==> src/hw/lru_pkg.sv <==
package lru_pkg;

    // ****************************************
    // table geometry
    // ****************************************

    localparam int LIST_DEPTH  = 4;                   // number of tags.
    localparam int INDEX_WIDTH = 4;                   // width of a stored index.
    localparam int TAG_WIDTH   = $clog2(LIST_DEPTH);  // width of a tag number.

    typedef logic [TAG_WIDTH-1:0]   tag_t;
    typedef logic [INDEX_WIDTH-1:0] index_t;
    typedef logic [TAG_WIDTH:0]     count_t;          // one extra bit to reach LIST_DEPTH.

    // ****************************************
    // request and response encodings
    // ****************************************

    typedef enum logic [1:0] {
        CMD_LOOKUP = 2'b00,
        CMD_TOUCH  = 2'b01,                           // same behaviour as lookup.
        CMD_ALLOC  = 2'b10,
        CMD_RSVD   = 2'b11
    } acc_cmd_t;

    typedef enum logic [2:0] {
        ST_NONE        = 3'b000,                      // nothing answered yet.
        ST_HIT         = 3'b001,
        ST_MISS        = 3'b010,
        ST_ALLOC_FREE  = 3'b011,
        ST_ALLOC_EVICT = 3'b100,
        ST_BAD_CMD     = 3'b101
    } resp_status_t;

endpackage
==> src/hw/lru_tag_top.sv <==
`timescale 1ns/1ps

module lru_tag_top (
    input  logic                  clk,
    input  logic                  rst_n,
    input  logic                  acc_req,
    input  lru_pkg::acc_cmd_t     acc_cmd,
    input  lru_pkg::index_t       acc_index,
    output logic                  resp_valid,
    output lru_pkg::resp_status_t resp_status,
    output lru_pkg::tag_t         resp_tag
);

    // lookup results.
    logic          hit;
    lru_pkg::tag_t hit_tag;

    // list state seen by the decoder.
    logic          free_avail;
    lru_pkg::tag_t free_tag;
    lru_pkg::tag_t lru_tail;

    // list operation strobes.
    logic          touch;
    logic          insert;
    lru_pkg::tag_t op_tag;

    // tag table write.
    logic          wr_en;
    lru_pkg::tag_t wr_tag;

    tag_lookup u_tag_lookup (
        .clk        (clk),
        .rst_n      (rst_n),
        .acc_index  (acc_index),
        .wr_en      (wr_en),
        .wr_tag     (wr_tag),
        .hit        (hit),
        .hit_tag    (hit_tag)
    );

    lru_list u_lru_list (
        .clk        (clk),
        .rst_n      (rst_n),
        .touch      (touch),
        .insert     (insert),
        .op_tag     (op_tag),
        .free_avail (free_avail),
        .free_tag   (free_tag),
        .lru_tail   (lru_tail)
    );

    access_ctrl u_access_ctrl (
        .clk         (clk),
        .rst_n       (rst_n),
        .acc_req     (acc_req),
        .acc_cmd     (acc_cmd),
        .hit         (hit),
        .hit_tag     (hit_tag),
        .free_avail  (free_avail),
        .free_tag    (free_tag),
        .lru_tail    (lru_tail),
        .touch       (touch),
        .insert      (insert),
        .op_tag      (op_tag),
        .wr_en       (wr_en),
        .wr_tag      (wr_tag),
        .resp_valid  (resp_valid),
        .resp_status (resp_status),
        .resp_tag    (resp_tag)
    );

endmodule

==> src/hw/access_ctrl.sv <==
`timescale 1ns/1ps

module access_ctrl (
    input  logic                  clk,
    input  logic                  rst_n,
    input  logic                  acc_req,
    input  lru_pkg::acc_cmd_t     acc_cmd,
    input  logic                  hit,
    input  lru_pkg::tag_t         hit_tag,
    input  logic                  free_avail,
    input  lru_pkg::tag_t         free_tag,
    input  lru_pkg::tag_t         lru_tail,
    output logic                  touch,
    output logic                  insert,
    output lru_pkg::tag_t         op_tag,
    output logic                  wr_en,
    output lru_pkg::tag_t         wr_tag,
    output logic                  resp_valid,
    output lru_pkg::resp_status_t resp_status,
    output lru_pkg::tag_t         resp_tag
);

    lru_pkg::resp_status_t status_d;
    lru_pkg::tag_t         tag_d;

    // ****************************************
    // command decode
    // ****************************************

    always_comb begin
        touch    = 1'b0;
        insert   = 1'b0;
        op_tag   = '0;
        wr_en    = 1'b0;
        wr_tag   = '0;
        status_d = lru_pkg::ST_NONE;
        tag_d    = '0;
        if (acc_req) begin
            case (acc_cmd)
                lru_pkg::CMD_LOOKUP, lru_pkg::CMD_TOUCH: begin
                    if (hit) begin
                        touch    = 1'b1;       // a hit becomes most recent.
                        op_tag   = hit_tag;
                        status_d = lru_pkg::ST_HIT;
                        tag_d    = hit_tag;
                    end else begin
                        status_d = lru_pkg::ST_MISS;
                    end
                end
                lru_pkg::CMD_ALLOC: begin
                    wr_en = 1'b1;
                    if (free_avail) begin
                        insert   = 1'b1;
                        wr_tag   = free_tag;
                        status_d = lru_pkg::ST_ALLOC_FREE;
                        tag_d    = free_tag;
                    end else begin
                        touch    = 1'b1;       // evicted tag is reused as most recent.
                        op_tag   = lru_tail;
                        wr_tag   = lru_tail;
                        status_d = lru_pkg::ST_ALLOC_EVICT;
                        tag_d    = lru_tail;
                    end
                end
                default: begin
                    status_d = lru_pkg::ST_BAD_CMD;
                end
            endcase
        end
    end

    // ****************************************
    // response registers
    // ****************************************

    always_ff @(posedge clk or negedge rst_n) begin
        if (!rst_n) begin
            resp_valid  <= 1'b0;
            resp_status <= lru_pkg::ST_NONE;
            resp_tag    <= '0;
        end else begin
            resp_valid <= acc_req;
            if (acc_req) begin
                resp_status <= status_d;
                resp_tag    <= tag_d;
            end
        end
    end

endmodule

==> src/hw/lru_list.sv <==
`timescale 1ns/1ps

module lru_list (
    input  logic          clk,
    input  logic          rst_n,
    input  logic          touch,
    input  logic          insert,
    input  lru_pkg::tag_t op_tag,
    output logic          free_avail,
    output lru_pkg::tag_t free_tag,
    output lru_pkg::tag_t lru_tail
);

    lru_pkg::tag_t   pre_q [lru_pkg::LIST_DEPTH];   // neighbour towards the head.
    lru_pkg::tag_t   nxt_q [lru_pkg::LIST_DEPTH];   // neighbour towards the tail.
    lru_pkg::tag_t   head_q;
    lru_pkg::tag_t   tail_q;
    lru_pkg::count_t length_q;
    lru_pkg::count_t free_cnt_q;

    logic            list_empty;
    logic            op_is_head;
    logic            op_is_tail;
    logic            do_move;
    lru_pkg::tag_t   op_pre;
    lru_pkg::tag_t   op_nxt;

    assign list_empty = (length_q == '0);
    assign op_is_head = (op_tag == head_q);
    assign op_is_tail = (op_tag == tail_q);
    assign op_pre     = pre_q[op_tag];
    assign op_nxt     = nxt_q[op_tag];

    // a touch of the head leaves the order as it is.
    assign do_move    = touch && !insert && !op_is_head;

    // ****************************************
    // recency list
    // ****************************************

    // neighbour pointers around an inserted or moved tag.
    always_ff @(posedge clk) begin
        if (insert) begin
            if (!list_empty) begin
                nxt_q[free_tag] <= head_q;
                pre_q[head_q]   <= free_tag;
            end
        end else if (do_move) begin
            nxt_q[op_pre] <= op_nxt;           // close the gap behind op_tag.
            if (!op_is_tail) begin
                pre_q[op_nxt] <= op_pre;
            end
            nxt_q[op_tag] <= head_q;           // relink in front of the head.
            pre_q[head_q] <= op_tag;
        end
    end

    always_ff @(posedge clk or negedge rst_n) begin
        if (!rst_n) begin
            head_q   <= '0;
            tail_q   <= '0;
            length_q <= '0;
        end else if (insert) begin
            head_q   <= free_tag;
            length_q <= length_q + 1'b1;
            if (list_empty) begin
                tail_q <= free_tag;            // first entry is also the tail.
            end
        end else if (do_move) begin
            head_q <= op_tag;
            if (op_is_tail) begin
                tail_q <= op_pre;              // predecessor becomes least recent.
            end
        end
    end

    assign lru_tail = tail_q;

    // ****************************************
    // free tag counter
    // ****************************************

    // tags are never released, so they are handed out in ascending order.
    always_ff @(posedge clk or negedge rst_n) begin
        if (!rst_n) begin
            free_cnt_q <= '0;
        end else if (insert) begin
            free_cnt_q <= free_cnt_q + 1'b1;
        end
    end

    assign free_avail = (free_cnt_q != lru_pkg::count_t'(lru_pkg::LIST_DEPTH));
    assign free_tag   = free_cnt_q[lru_pkg::TAG_WIDTH-1:0];

endmodule

==> src/hw/tag_lookup.sv <==
`timescale 1ns/1ps

module tag_lookup (
    input  logic            clk,
    input  logic            rst_n,
    input  lru_pkg::index_t acc_index,
    input  logic            wr_en,
    input  lru_pkg::tag_t   wr_tag,
    output logic            hit,
    output lru_pkg::tag_t   hit_tag
);

    lru_pkg::index_t                  index_q [lru_pkg::LIST_DEPTH];
    logic [lru_pkg::LIST_DEPTH-1:0]   valid_q;
    logic [lru_pkg::LIST_DEPTH-1:0]   match;

    // ****************************************
    // per tag storage
    // ****************************************

    always_ff @(posedge clk) begin
        if (wr_en) begin
            index_q[wr_tag] <= acc_index;      // new index for the allocated tag.
        end
    end

    always_ff @(posedge clk or negedge rst_n) begin
        if (!rst_n) begin
            valid_q <= '0;
        end else if (wr_en) begin
            valid_q[wr_tag] <= 1'b1;           // stays set until reset.
        end
    end

    // ****************************************
    // parallel compare
    // ****************************************

    always_comb begin
        for (int i = 0; i < lru_pkg::LIST_DEPTH; i++) begin
            match[i] = valid_q[i] && (index_q[i] == acc_index);
        end
    end

    // later entries override, so the highest matching tag wins.
    always_comb begin
        hit_tag = '0;
        for (int i = 0; i < lru_pkg::LIST_DEPTH; i++) begin
            if (match[i]) begin
                hit_tag = lru_pkg::tag_t'(i);
            end
        end
    end

    assign hit = |match;

endmodule

==> config.mk <==
export PLATFORM = sky130hd
export DESIGN_NAME = lru_tag_top
export DESIGN_NICKNAME = d
export VERILOG_FILES = /design/src/hw/lru_pkg.sv /design/src/hw/lru_tag_top.sv /design/src/hw/access_ctrl.sv /design/src/hw/lru_list.sv /design/src/hw/tag_lookup.sv
export SDC_FILE = /design/constraint.sdc
export NUM_CORES = 1
export LEC_CHECK = 0
export BUFFER_PORTS_ARGS = -buffer_cell sky130_fd_sc_hd__buf_2
export CORE_ASPECT_RATIO = 1.25
export CORE_MARGIN = 2
export CORE_UTILIZATION = 30
export DETAILED_ROUTE_END_ITERATION = 7
export PLACE_DENSITY = 0.49
export SYNTH_ARGS = -nofsm -noshare
export SYNTH_HDL_FRONTEND = slang
export SYNTH_SLANG_ARGS = --single-unit
==> constraint.sdc <==
create_clock -name clk -period 3.9 [get_ports clk]
set_clock_uncertainty 0.2 [all_clocks]
set_input_delay 0 -clock clk [delete_from_list [all_inputs] [get_ports clk]]
set_output_delay 0 -clock clk [all_outputs]
set_load 0.005 [all_outputs]
==> results.md <==
* Count of nets after finishing at between 200 and 300
* List of cells traversed by the critical path: inv_1 > ha_1 > and4b_1 > and2_1 > nor3_4 > and2_1 > a221o_1 > or4b_4 > o31ai_1
* Post-detailed-route via-to-cell ratio at about 5.0
* Worst hold slack at -14.1 ps
* Layout cell share with drive strength beyond 1 at about 17%
* Drt initial violations at 96
* Parity-gate share of the synthesized area counting xor and xnor cells at 6.62%
* Clock-pin slew on the worst setup and hold paths at approximately 70 ps
* Die X at about 92 microns
* Unrepaired setup endpoints after global routing: false
* Endpoint of the worst-slack reg-to-reg timing path: u_lru_list.pre_q[1][0]
* Share of the core filled with cells in the final layout at 35.1%
* Post-placement cell area at between 3000 and 4000 sq um
* F_max at around 280 MHz
* Resized cells post-CTS at 0
* Period Utilization, post-route at between 90% and 100%
* DPL Wire Length at about 5.0 mm
* Count of unresolved DRC violations after routing at 0
* Number of distinct library cells after synthesis at 53
* Synth-to-Final Area Change at 14.8%
* Placeable Area at roughly 9500 sq um
* Leading cell type in the layout, fill and taps excluded: edfxtp_1
* Sink Count at between 50 and 60
* Slowest cell on the critical path: or4b_4
* Fillers at 970
* Synthesized-area fraction occupied by ao, oa, aoi and oai cells at between 10% and 20%
* Total negative slack for setup checks at 0 ps
* Tightest slew margin relative to the limit at 52.0%
* Initial Utilization at 30.6%
* Post-synthesis share of cell area spent on and, or, nand and nor gates at about 17%
* Crit path max fanout at 8
* Finished Cell Area at 3340 sq um
* Number of CTS-inserted buffers at 5
* Maximum number of pins on one net before global-route repair at 21
* Antenna fix cells at 0
* Final ANT Viol Nets at 0
* Outcome: finished, violations left
* Startpoint of the most critical register-to-register path: u_lru_list.free_cnt_q[0]
* Reg-to-reg slack, setup at between 300 and 400 ps
* Routed WL at around 6.7 mm
* Number of ports placed on the die boundary at 15
* Mapped Avg Cell Area at 11.1 sq um
* H-tree levels at 2
* Required time at the endpoint of the critical path at 3670 ps
* Measured slew at the worst slew-check pin at 715 ps
* Die Y-Extent at ~110 microns
* Overall track demand over capacity in global routing at 13.4%
* Count of buffers from port buffering at 14
* Synth async-reset ratio at about two fifths
* Sequential area share after synthesis at 50.2%
* P per Cell Area at ~540 nW/um^2
* Source-to-sink clock delay at the later pin of the worst-skew pair at ~300 ps
* Maximum root-to-sink buffer count at 2
* Critical path buffer and inverter count at 1
* CP endpoint kind: flip-flop
* Number of instances in the synthesized netlist at between 200 and 300
* Nature of the critical path startpoint: flip-flop
* Count of pins over their slew limit at 0
* Cell type with the largest total area after synthesis: edfxtp_1
* Number of placed instances, taps included at about 400
* Fraction of synthesized area in multiplexers at 9.03%
* Adder and majority cell fraction of the synthesized area at 1.72%
* GRT Residual Overflow at 0
* HP Class: in -> async
* Clock period minus final worst setup slack at between 3000 and 4000 ps
* First-pass GRT wire length at roughly 11 mm
* Data arrival time at the worst-slack endpoint at approximately 3400 ps
* Flip-flop and latch area at 1460 sq um
* Failing checks: hold timing
* Total number of yosys warnings at 0
* Routed length per placed instance at ~16 microns
* Area occupied by multi-input gates at ~1400 sq um
* Lkg Pwr at 1.30 nW
* Crit-path most repeated cell: and2_1
* Gp weighted congestion at approximately 0.80
* Leading post-synthesis cells by cell area: edfxtp_1 (33%), dfrtp_1 (17%), xnor2_1 (5.7%)
* Antenna violations before repair at 0
* Total of flip-flops plus latches after synthesis at 52
* Router iterations before antenna repair at 4
* Number of enable flip-flop cells after synthesis at 32
* Leading register cell type out of synthesis: edfxtp_1
* Combinational family with the most area after synthesis: simple AND/OR/NAND/NOR gates
* Setup slack after placement at between 300 and 400 ps
* Final Hold Viols at 19
* Commonest cells after routing, fill and taps aside: edfxtp_1 (32), nand2_1 (21), dfrtp_1 (20), xnor2_1 (19), nor2_1 (17)
* Vias in the first global route at between 2000 and 2500
* TritonCTS clock tree: yes
* Cell depth of the worst flop-to-flop path at 9
* Number of standard cells in the final layout excluding fillers at roughly 400
* Cell at the root of the clock tree: clkbuf_16
* Type of the worst setup path: reg -> reg
* Summed instance area of the synthesized netlist at between 2000 and 3000 sq um
* Top-area cell type share of the netlist area at 33.0%
* Family with the most delay on the worst path: simple AND/OR/NAND/NOR gates
* Max-cap violation count at 0
* Std cell rows at 40
* Highest cell delay on the worst timing path at between 500 and 600 ps
* Total of endpoints with negative setup slack in the final report at 0
* Worst-case vdd ir drop at about 0.00022 V
* Floorplan die area at ~11000 sq um
* Post-Syn Nets at 275
* Count of vias placed by the detailed router at between 2000 and 2500
* Setup slack after layout at 301 ps
worst max path at each step:
stage	start	to	slack, ps	cells past startpoint
2_1_floorplan	u_lru_list.free_cnt_q[0]	u_lru_list.pre_q[1][0]	710	9
3_3_place_gp	u_lru_list.free_cnt_q[0]	u_lru_list.pre_q[1][1]	410	10
3_5_place_dp	u_lru_list.free_cnt_q[0]	u_lru_list.pre_q[1][0]	340	9
4_1_cts	u_lru_list.free_cnt_q[0]	u_lru_list.pre_q[1][1]	330	9
5_1_grt	u_lru_list.free_cnt_q[0]	u_lru_list.pre_q[0][1]	80	9
6_report	u_lru_list.free_cnt_q[0]	u_lru_list.pre_q[1][0]	300	9
power breakdown:
part / total (W) / internal, W / switching, W / leakage (nW)
combinational: 0.000520 / 0.000235 / 0.000285 / 0.706
clock: 0.000454 / 0.000243 / 0.000211 / 0.0723
sequential: 0.000841 / 0.000719 / 0.000121 / 0.522
flip-flops by register name (all words and copies together) (netlist names), 3 cells and up:
signal / count
u_access_ctrl.resp_status: 3
u_lru_list.length_q: 3
u_tag_lookup.index_q: 16
u_lru_list.nxt_q: 8
u_lru_list.free_cnt_q: 3
u_tag_lookup.valid_q: 4
u_lru_list.pre_q: 8
per-stage QoR:
| stage | hold WS, ps | power (W) |
|---|---|---|
| 2_1_floorplan | -496 | 0.00121 |
| 3_3_place_gp | -217 | 0.00137 |
| 3_5_place_dp | -211 | 0.00137 |
| 4_1_cts | 11.0 | 0.00183 |
| 5_1_grt | 26.6 | 0.00194 |
| 6_report | -14.1 | 0.00181 |
metal layers:
metal | GRT usage [%] | part of all wire, % | wire length (microns) | vias to the layer above
met2 | 23.2 | 51 | 3420 | 30
met1 | 16.7 | 44 | 2930 | 1017
met5 | 0 | 0 | 0 | -
li1 | - | - | - | 1003
met4 | 5.87 | 2.8 | 190 | 0
met3 | 2.11 | 1.9 | 129 | 13
cells in the mapped netlist (2+ instances only):
master and n:
mux2i_1 15, o21ai_0 13, o32ai_1 2, a31oi_1 3, xor2_1 3, nand3_1 13
buf_2 3, nor2b_1 2, and3_1 3, nand2_1 21, clkbuf_1 6, nor2_1 17
o22ai_1 2, o211a_1 2, inv_1 9, xnor2_1 19, and2_1 7, edfxtp_1 32
a21oi_1 6, ha_1 4, o22a_1 2, o21ai_1 2, o211a_2 2, nor3b_1 3
dfrtp_1 20, o31ai_1 3, nor3_1 5, o211ai_1 3, nand2b_1 3, or2_2 5
mux2_2 10
repair_timing:
action,in CTS,in global routing
hold buffers,8,0
endpoints found under the setup margin,0,0
endpoints found under the hold margin,41,0
setup buffers,0,0
cells by family (layout without fill, tap and decap cells):
logic type | after synthesis | in the layout
AOI/OAI and AO/OA | 50 | 50
muxes | 25 | 25
and+or+nand+nor | 90 | 90
xor gates and xnor gates | 22 | 22
DFF | 52 | 52
adders and majority gates | 4 | 4
buffers and inverters | 19 | 42
layout make-up:
class,count,share of cell area (%)
Timing Repair Buffer,25,5.17
Clock inverter,3,0.749
Clock buffer,5,3.74
Tap cell,126,4.72
Sequential cell,52,43.7
Multi-Input combinational cell,191,40.9
Inverter,9,1.01
Note: power is estimated with default switching activity, not from simulation.
